<file path="src/include/copy_cfg.svh">
`ifndef COPY_CFG_SVH
`define COPY_CFG_SVH

// byte address width
`define COPY_ADDR_W 32

// width of one beat, all strobes set
`define COPY_DATA_W 32

`define COPY_ID_W 4

// longest burst in beats
`define COPY_MAX_LEN 16

// waiting commands
`define COPY_CMD_DEPTH 4

// holds a whole read burst, keep >= COPY_MAX_LEN
`define COPY_BUF_DEPTH 16

`endif
</file>
<file path="src/rtl/copy_pkg.sv">
`include "copy_cfg.svh"

package copy_pkg;

	// width of a beat count, 1 to COPY_MAX_LEN
	localparam int LEN_W = $clog2(`COPY_MAX_LEN + 1);

	typedef logic [`COPY_DATA_W-1:0] word_t;

	typedef struct packed {
		logic [`COPY_ADDR_W-1:0] src_addr;
		logic [`COPY_ADDR_W-1:0] dst_addr;
		logic [LEN_W-1:0] len;
		logic [`COPY_ID_W-1:0] id;
	} copy_cmd_t;

	typedef enum logic [1:0] {
		RESP_OKAY = 2'd0,
		RESP_EXOKAY = 2'd1,
		RESP_SLVERR = 2'd2,
		RESP_DECERR = 2'd3
	} resp_t;

	localparam logic [1:0] BURST_INCR = 2'b01;

	// log2 of bytes per beat
	localparam logic [2:0] SIZE_WORD = 3'($clog2(`COPY_DATA_W / 8));

endpackage

</file>
<file path="src/rtl/axi_copy_engine.sv">
`timescale 1ns/100ps
`include "copy_cfg.svh"

module axi_copy_engine
	import copy_pkg::*;
(
	input logic m_axi_aclk,
	input logic rst_n,

	// host command channel
	input logic cmd_valid,
	output logic cmd_ready,
	input logic [`COPY_ADDR_W-1:0] cmd_src_addr,
	input logic [`COPY_ADDR_W-1:0] cmd_dst_addr,
	input logic [LEN_W-1:0] cmd_len,
	input logic [`COPY_ID_W-1:0] cmd_id,

	// host done channel
	output logic done_valid,
	input logic done_ready,
	output logic [`COPY_ID_W-1:0] done_id,
	output logic [1:0] done_resp,

	output logic [`COPY_ADDR_W-1:0] m_axi_awaddr,
	output logic m_axi_awvalid,
	input logic m_axi_awready,
	output logic [`COPY_ID_W-1:0] m_axi_awid,
	output logic [7:0] m_axi_awlen,
	output logic [2:0] m_axi_awsize,
	output logic [1:0] m_axi_awburst,

	output logic [`COPY_ID_W-1:0] m_axi_wid,
	output logic [`COPY_DATA_W-1:0] m_axi_wdata,
	output logic [`COPY_DATA_W/8-1:0] m_axi_wstrb,
	output logic m_axi_wvalid,
	input logic m_axi_wready,
	output logic m_axi_wlast,

	output logic m_axi_bready,
	input logic [1:0] m_axi_bresp,
	input logic m_axi_bvalid,

	output logic [`COPY_ADDR_W-1:0] m_axi_araddr,
	output logic m_axi_arvalid,
	input logic m_axi_arready,
	output logic [`COPY_ID_W-1:0] m_axi_arid,
	output logic [7:0] m_axi_arlen,
	output logic [2:0] m_axi_arsize,
	output logic [1:0] m_axi_arburst,

	output logic m_axi_rready,
	input logic [`COPY_DATA_W-1:0] m_axi_rdata,
	input logic [1:0] m_axi_rresp,
	input logic m_axi_rvalid,
	input logic m_axi_rlast
);

	copy_cmd_t cmd_in;
	copy_cmd_t cmd_q_data;
	logic cmd_q_valid;
	logic cmd_q_ready;

	logic data_out_valid;
	logic w_enable;
	logic w_fire;
	logic r_fire;

	logic rd_load;
	logic wr_load;
	logic [LEN_W-1:0] beat_len;
	logic rd_last;
	logic wr_busy;

	assign cmd_in = '{
		src_addr: cmd_src_addr,
		dst_addr: cmd_dst_addr,
		len: cmd_len,
		id: cmd_id
	};

	// full-width incrementing bursts only
	assign m_axi_arsize = SIZE_WORD;
	assign m_axi_awsize = SIZE_WORD;
	assign m_axi_arburst = BURST_INCR;
	assign m_axi_awburst = BURST_INCR;
	assign m_axi_wstrb = '1;

	assign r_fire = m_axi_rvalid && m_axi_rready;
	assign m_axi_wvalid = data_out_valid && w_enable;
	assign w_fire = m_axi_wvalid && m_axi_wready;

	sync_fifo #(
		.payload_t(copy_cmd_t),
		.depth(`COPY_CMD_DEPTH)
	) cmd_fifo (
		.m_axi_aclk(m_axi_aclk),
		.rst_n(rst_n),
		.in_valid(cmd_valid),
		.in_data(cmd_in),
		.in_ready(cmd_ready),
		.out_valid(cmd_q_valid),
		.out_data(cmd_q_data),
		.out_ready(cmd_q_ready)
	);

	// R beats land here and drain on the W channel
	sync_fifo #(
		.payload_t(word_t),
		.depth(`COPY_BUF_DEPTH)
	) data_fifo (
		.m_axi_aclk(m_axi_aclk),
		.rst_n(rst_n),
		.in_valid(m_axi_rvalid),
		.in_data(m_axi_rdata),
		.in_ready(m_axi_rready),
		.out_valid(data_out_valid),
		.out_data(m_axi_wdata),
		.out_ready(m_axi_wready && w_enable)
	);

	beat_counter rd_beats (
		.m_axi_aclk(m_axi_aclk),
		.rst_n(rst_n),
		.load(rd_load),
		.load_len(beat_len),
		.step(r_fire),
		.last(rd_last),
		.busy()
	);

	beat_counter wr_beats (
		.m_axi_aclk(m_axi_aclk),
		.rst_n(rst_n),
		.load(wr_load),
		.load_len(beat_len),
		.step(w_fire),
		.last(m_axi_wlast),
		.busy(wr_busy)
	);

	copy_fsm fsm (
		.m_axi_aclk(m_axi_aclk),
		.rst_n(rst_n),
		.cmd_q_valid(cmd_q_valid),
		.cmd_q_data(cmd_q_data),
		.cmd_q_ready(cmd_q_ready),
		.rd_load(rd_load),
		.wr_load(wr_load),
		.beat_len(beat_len),
		.rd_last(rd_last),
		.wr_busy(wr_busy),
		.r_fire(r_fire),
		.rresp(m_axi_rresp),
		.rlast(m_axi_rlast),
		.w_enable(w_enable),
		.w_fire(w_fire),
		.araddr(m_axi_araddr),
		.arid(m_axi_arid),
		.arlen(m_axi_arlen),
		.arvalid(m_axi_arvalid),
		.arready(m_axi_arready),
		.awaddr(m_axi_awaddr),
		.awid(m_axi_awid),
		.awlen(m_axi_awlen),
		.awvalid(m_axi_awvalid),
		.awready(m_axi_awready),
		.wid(m_axi_wid),
		.bready(m_axi_bready),
		.bvalid(m_axi_bvalid),
		.bresp(m_axi_bresp),
		.done_valid(done_valid),
		.done_id(done_id),
		.done_resp(done_resp),
		.done_ready(done_ready)
	);

endmodule

</file>
<file path="src/rtl/copy_fsm.sv">
`timescale 1ns/100ps
`include "copy_cfg.svh"

module copy_fsm
	import copy_pkg::*;
(
	input logic m_axi_aclk,
	input logic rst_n,

	input logic cmd_q_valid,
	input copy_cmd_t cmd_q_data,
	output logic cmd_q_ready,

	output logic rd_load,
	output logic wr_load,
	output logic [LEN_W-1:0] beat_len,
	input logic rd_last,
	input logic wr_busy,

	input logic r_fire,
	input logic [1:0] rresp,
	input logic rlast,

	output logic w_enable,
	input logic w_fire,

	output logic [`COPY_ADDR_W-1:0] araddr,
	output logic [`COPY_ID_W-1:0] arid,
	output logic [7:0] arlen,
	output logic arvalid,
	input logic arready,

	output logic [`COPY_ADDR_W-1:0] awaddr,
	output logic [`COPY_ID_W-1:0] awid,
	output logic [7:0] awlen,
	output logic awvalid,
	input logic awready,

	output logic [`COPY_ID_W-1:0] wid,

	output logic bready,
	input logic bvalid,
	input logic [1:0] bresp,

	output logic done_valid,
	output logic [`COPY_ID_W-1:0] done_id,
	output logic [1:0] done_resp,
	input logic done_ready
);

	typedef enum logic [2:0] {
		IDLE,
		AR,
		RDATA,
		AW,
		WDATA,
		BRESP,
		DONE
	} state_t;

	state_t state;
	copy_cmd_t cmd_r;
	logic pop;

	// first bad rresp of the burst, and any rlast mismatch
	resp_t rd_err;
	logic last_mismatch;
	resp_t done_resp_r;

	assign pop = cmd_q_valid && cmd_q_ready;
	assign cmd_q_ready = (state == IDLE);

	// both counters start from the popped length
	assign rd_load = pop;
	assign wr_load = pop;
	assign beat_len = cmd_q_data.len;

	assign arvalid = (state == AR);
	assign araddr = cmd_r.src_addr;
	assign arid = cmd_r.id;
	assign arlen = 8'(cmd_r.len) - 8'd1;

	assign awvalid = (state == AW);
	assign awaddr = cmd_r.dst_addr;
	assign awid = cmd_r.id;
	assign awlen = 8'(cmd_r.len) - 8'd1;

	assign w_enable = (state == WDATA);
	assign wid = cmd_r.id;

	assign bready = (state == BRESP);

	assign done_valid = (state == DONE);
	assign done_id = cmd_r.id;
	assign done_resp = done_resp_r;

	always_ff @(posedge m_axi_aclk) begin
		if (pop) begin
			cmd_r <= cmd_q_data;
		end
	end

	always_ff @(posedge m_axi_aclk) begin
		if (!rst_n) begin
			state <= IDLE;
		end else begin
			case (state)
				IDLE:
					if (pop) begin
						state <= AR;
					end
				AR:
					if (arready) begin
						state <= RDATA;
					end
				RDATA:
					if (r_fire && rd_last) begin
						state <= AW;
					end
				AW:
					if (awready) begin
						state <= WDATA;
					end
				// leave once the write counter has drained
				WDATA:
					if (!wr_busy) begin
						state <= BRESP;
					end
				BRESP:
					if (bvalid) begin
						state <= DONE;
					end
				DONE:
					if (done_ready) begin
						state <= IDLE;
					end
				default:
					state <= IDLE;
			endcase
		end
	end

	always_ff @(posedge m_axi_aclk) begin
		if (!rst_n) begin
			rd_err <= RESP_OKAY;
			last_mismatch <= 1'b0;
		end else if (pop) begin
			rd_err <= RESP_OKAY;
			last_mismatch <= 1'b0;
		end else if (r_fire) begin
			if (rd_err == RESP_OKAY && rresp != RESP_OKAY) begin
				rd_err <= resp_t'(rresp);
			end
			if (rlast != rd_last) begin
				last_mismatch <= 1'b1;
			end
		end
	end

	// write error wins, then read error, then a framing error
	always_ff @(posedge m_axi_aclk) begin
		if (bvalid && bready) begin
			if (bresp != RESP_OKAY) begin
				done_resp_r <= resp_t'(bresp);
			end else if (rd_err != RESP_OKAY) begin
				done_resp_r <= rd_err;
			end else if (last_mismatch) begin
				done_resp_r <= RESP_SLVERR;
			end else begin
				done_resp_r <= RESP_OKAY;
			end
		end
	end

endmodule

</file>
<file path="src/rtl/beat_counter.sv">
`timescale 1ns/100ps
`include "copy_cfg.svh"

module beat_counter
	import copy_pkg::*;
(
	input logic m_axi_aclk,
	input logic rst_n,
	input logic load,
	input logic [LEN_W-1:0] load_len,
	input logic step,
	output logic last,
	output logic busy
);

	// beats still to go in the current burst
	logic [LEN_W-1:0] remaining;

	assign busy = (remaining != '0);
	assign last = (remaining == LEN_W'(1));

	always_ff @(posedge m_axi_aclk) begin
		if (!rst_n) begin
			remaining <= '0;
		end else if (load) begin
			remaining <= load_len;
		end else if (step && busy) begin
			remaining <= remaining - 1'b1;
		end
	end

endmodule

</file>
<file path="src/rtl/sync_fifo.sv">
`timescale 1ns/100ps
`include "copy_cfg.svh"

module sync_fifo
	import copy_pkg::*;
#(
	parameter type payload_t = word_t,
	parameter int depth = `COPY_BUF_DEPTH
) (
	input logic m_axi_aclk,
	input logic rst_n,

	input logic in_valid,
	input payload_t in_data,
	output logic in_ready,

	output logic out_valid,
	output payload_t out_data,
	input logic out_ready
);

	localparam int ptr_w = (depth > 1) ? $clog2(depth) : 1;
	localparam int cnt_w = $clog2(depth + 1);

	payload_t mem [depth];
	logic [ptr_w-1:0] wr_ptr;
	logic [ptr_w-1:0] rd_ptr;
	logic [cnt_w-1:0] count;
	logic push;
	logic pop;

	assign in_ready = (count != cnt_w'(depth));
	assign out_valid = (count != '0);
	assign out_data = mem[rd_ptr];

	assign push = in_valid && in_ready;
	assign pop = out_valid && out_ready;

	always_ff @(posedge m_axi_aclk) begin
		if (push) begin
			mem[wr_ptr] <= in_data;
		end
	end

	always_ff @(posedge m_axi_aclk) begin
		if (!rst_n) begin
			wr_ptr <= '0;
			rd_ptr <= '0;
			count <= '0;
		end else begin
			if (push) begin
				wr_ptr <= (wr_ptr == ptr_w'(depth - 1)) ? '0 : wr_ptr + 1'b1;
			end
			if (pop) begin
				rd_ptr <= (rd_ptr == ptr_w'(depth - 1)) ? '0 : rd_ptr + 1'b1;
			end
			// simultaneous push and pop leave the count alone
			if (push && !pop) begin
				count <= count + 1'b1;
			end else if (pop && !push) begin
				count <= count - 1'b1;
			end
		end
	end

endmodule

</file>
<file path="config.mk">
export PLATFORM = sky130hd
export DESIGN_NAME = axi_copy_engine
export DESIGN_NICKNAME = d
export VERILOG_FILES = /design/src/rtl/copy_pkg.sv /design/src/rtl/axi_copy_engine.sv /design/src/rtl/copy_fsm.sv /design/src/rtl/beat_counter.sv /design/src/rtl/sync_fifo.sv
export VERILOG_INCLUDE_DIRS = /design/src /design/src/include
export SDC_FILE = /design/constraint.sdc
export NUM_CORES = 1
export LEC_CHECK = 0
export ABC_AREA = 1
export BUFFER_PORTS_ARGS = -buffer_cell sky130_fd_sc_hd__buf_4
export CAP_MARGIN = 40
export CORE_MARGIN = 2
export CORE_UTILIZATION = 30
export CTS_CLUSTER_DIAMETER = 60
export CTS_CLUSTER_SIZE = 30
export DETAILED_ROUTE_END_ITERATION = 10
export SLEW_MARGIN = 15
export SYNTH_ARGS = -nofsm -noshare
export SYNTH_HDL_FRONTEND = slang
export SYNTH_SLANG_ARGS = --single-unit
</file>
<file path="constraint.sdc">
create_clock -name m_axi_aclk -period 9.25 [get_ports m_axi_aclk]
set_input_delay 0.925 -clock m_axi_aclk [delete_from_list [all_inputs] [get_ports m_axi_aclk]]
set_output_delay 0.925 -clock m_axi_aclk [all_outputs]
set_load 0.01 [all_outputs]
</file>
==> impl_metrics.env <==
export IMPL_drc=0
export IMPL_num_vias=21700
export IMPL_yosys_area_share_simple=0.0830
export IMPL_worstHoldEndpoint="cmd_fifo.mem[0][18]"
export IMPL_start_kind="flop"
export IMPL_gp_congestion=0.735
export IMPL_area_growth_pct=16.3
export IMPL_grt_max_degree=166
export IMPL_cts_path_max_buffers=3
export IMPL_synth_avg_cell_area_sq_um=13.1
export IMPL_synth_edf_count=879
export IMPL_cts_buffers=75
export IMPL_nNetsFinal=3033
export IMPL_slew_headroom=0.428
export IMPL_r2r_end="data_fifo.mem[10][0]"
export IMPL_dp_slack_ns=5.31
export IMPL_cp_arrival_ns=3.68
export IMPL_whs_path_depth=1
export IMPL_max_freq_ghz=0.217
export IMPL_yosysWarningCount=0
export IMPL_synth_compound_area_frac=0.108
export IMPL_synth_xor_area_share=0.00241
export IMPL_yosysSeqAreaShare=0.750
export IMPL_fin_area_sq_um=42200
export IMPL_cts_htree_levels=3
export IMPL_reg2reg_from="data_fifo.count[1]"
export IMPL_root_buffer="clkbuf_16"
export IMPL_hold_viol_final=0
export IMPL_min_from="cmd_dst_addr[9]"
export IMPL_die_h_microns=352
export IMPL_reg2reg_slack_ns=6.08
export IMPL_synthAdderAreaFrac=0.00903
export IMPL_finalSetupViolCount=0
export IMPL_ys_top_cells_by_area="edfxtp_1 73%, nor2_1 6.2%, o21ai_0 5.3%"
export IMPL_slowest_delay_ns=0.65
export IMPL_rsz0062_at_grt="no"
export IMPL_synth_ff_type="edfxtp_1"
export IMPL_grt_usage=0.138
export IMPL_fillCellCount=11500
export IMPL_ant_nets=0
export IMPL_core_area_sq_um=120000
export IMPL_cp_max_fo=165
export IMPL_firstDrtPassIters=5
export IMPL_async_flop_share=0
export IMPL_overflow=0
export IMPL_synth_area_leader_cell="edfxtp_1"
export IMPL_hpwl_microns=45600
export IMPL_p_per_area_nw_per_um2=264
export IMPL_drtIter0Drc=2286
export IMPL_maxCapViolCount=0
export IMPL_routedWlPerCell_microns=19.1
export IMPL_syn_area_sq_um=36300
export IMPL_syn_instance_count=2761
export IMPL_routed_wl_microns=87200
export IMPL_cp_required_ns=8.33
export IMPL_yosys_register_bits=921
export IMPL_ioPinCount=271
export IMPL_synth_top_cell_area_share=0.727
export IMPL_hp_class="in -> reg"
export IMPL_num_rows=127
export IMPL_outcome="finished, final reports clean"
export IMPL_cts_hold_buf=0
export IMPL_slowest_stage="dfxtp_4"
export IMPL_worst_slew_pin_slew_ns=0.856
export IMPL_antenna_found_initial=10
export IMPL_drt_vias_per_instance=4.75
export IMPL_cp_end_kind="primary output"
export IMPL_setup_tns_ns=0
export IMPL_worst_slack_ns=4.64
export IMPL_port_buffers=256
export IMPL_post_cts_resized=0
export IMPL_final_common_cell="edfxtp_1"
export IMPL_grt_pass1_vias=21100
export IMPL_synth_cell_types=33
export IMPL_cts_tree="done"
export IMPL_cts_reportedPaths_clkPinSlew_ns=0.09
export IMPL_vdd_drop_max_v=0.000229
export IMPL_start_util=0.303
export IMPL_post_cts_buffers=0
export IMPL_grt_pass1_wl_microns=130000
export IMPL_synth_top_family_by_area="compound AO/OA/AOI/OAI gates"
export IMPL_most_common_layout_cells="879 x edfxtp_1, 582 x nor2_1, 387 x o21ai_0"
export IMPL_crit_type="reg -> out"
export IMPL_clock_sinks=921
export IMPL_r2r_cells=7
export IMPL_period_share=0.498
export IMPL_chipWidth_microns=352
export IMPL_slew_violations=0
export IMPL_clock_latency_ns=0.65
export IMPL_placed_cell_area_sq_um=39600
export IMPL_synth_mux_area_frac=0
export IMPL_period_needed_ns=4.61
export IMPL_drive_gt1_frac=0.158
export IMPL_die_area_sq_um=124000
export IMPL_path_cells="clkinv_8 -> buf_4 -> buf_12 -> nor2_1 -> nor2_1 -> o21ai_0 -> o21ai_0 -> o211ai_1 -> nand2_1 -> buf_4"
export IMPL_p_leak_uw=0.0140
export IMPL_skew_ns=0.0213
## cell usage after synthesis (3+ instances only)
library cell	count
o21ai_1	76
buf_1	12
ha_1	23
o21ai_0	387
inv_2	3
xnor2_1	7
o22ai_1	69
o211ai_1	129
nand2_1	111
nor2_1	602
a21oi_1	32
dfxtp_1	42
clkbuf_1	95
edfxtp_1	879
xor2_1	3
buf_2	45
nor3_1	5
inv_1	60
buf_4	110
nand3_1	54
## sequential cells by signal (all words and copies together), names as in the netlist, 4 cells and up, named ones only
name	count
rd_beats.remaining	5
cmd_fifo.mem	292
fsm.araddr	32
data_fifo.wr_ptr	4
fsm.awaddr	32
data_fifo.count	5
data_fifo.rd_ptr	4
fsm.arid	4
data_fifo.mem	512
wr_beats.remaining	5
fsm.cmd_r	5
## stage by stage
step	total power, uW	utilization	hold slack [ns]	std cells
2_1_floorplan	6990	-	0.429	2773
3_3_place_gp	7790	0.327	0.446	4411
3_5_place_dp	7870	0.330	0.453	4423
4_1_cts	11300	0.352	0.406	4560
5_1_grt	11700	0.352	0.421	4562
6_report	11100	0.352	0.457	4563
## kinds of logic (layout without fill, tap and decap cells)
| group | after synthesis | count (layout) |
|---|---|---|
| AO/OA/AOI/OAI | 699 | 699 |
| XOR/XNOR | 10 | 10 |
| adder cells (fa/ha/maj) | 25 | 25 |
| AND/OR/NAND/NOR | 778 | 778 |
| flip-flops | 921 | 921 |
| buffers and inverters | 326 | 502 |
| other | 2 | 16 |
## critical path: cells and delay by family (launching register included)
kind	cells	cell delay (ns)
DFF	1	0.65
and+or+nand+nor	3	0.29
AOI/OAI and AO/OA	3	0.36
buffers and inverters	4	1.61
## final cells by class
type,instances,area (sq um),area share
flip-flops and latches,921,27300,0.646
multi-input cells,1526,7560,0.179
repair buffers,302,2500,0.0593
well taps,1612,2020,0.0478
clock buffers,78,1910,0.0452
clock inverters,59,704,0.0167
inverters,63,254,0.00602
diodes,2,5.00,0.000119
## worst max-delay path by stage
stage	end	slack (ns)	cells after the start
6_report	m_axi_wdata[1]	4.64	10
4_1_cts	m_axi_wdata[2]	4.58	10
2_1_floorplan	cmd_fifo.mem[0][0]	4.60	2
3_3_place_gp	m_axi_wdata[1]	4.83	9
5_1_grt	m_axi_wdata[2]	4.37	10
3_5_place_dp	m_axi_wdata[2]	5.31	10
## metal layers
| layer | GRT usage | wire length, microns |
|---|---|---|
| met1 | 0.174 | 36800 |
| met2 | 0.229 | 41500 |
| met3 | 0.0419 | 7150 |
| met4 | 0.0351 | 1680 |
| met5 | 0 | 97 |
## where the power goes
group	internal [uW]	switching (uW)	leakage (uW)
Sequential	5090	198	0.00836
Combinational	879	1590	0.00434
Clock	1700	1670	0.00126
Total	7670	3460	0.0140
(Power assumes the default switching activity.)
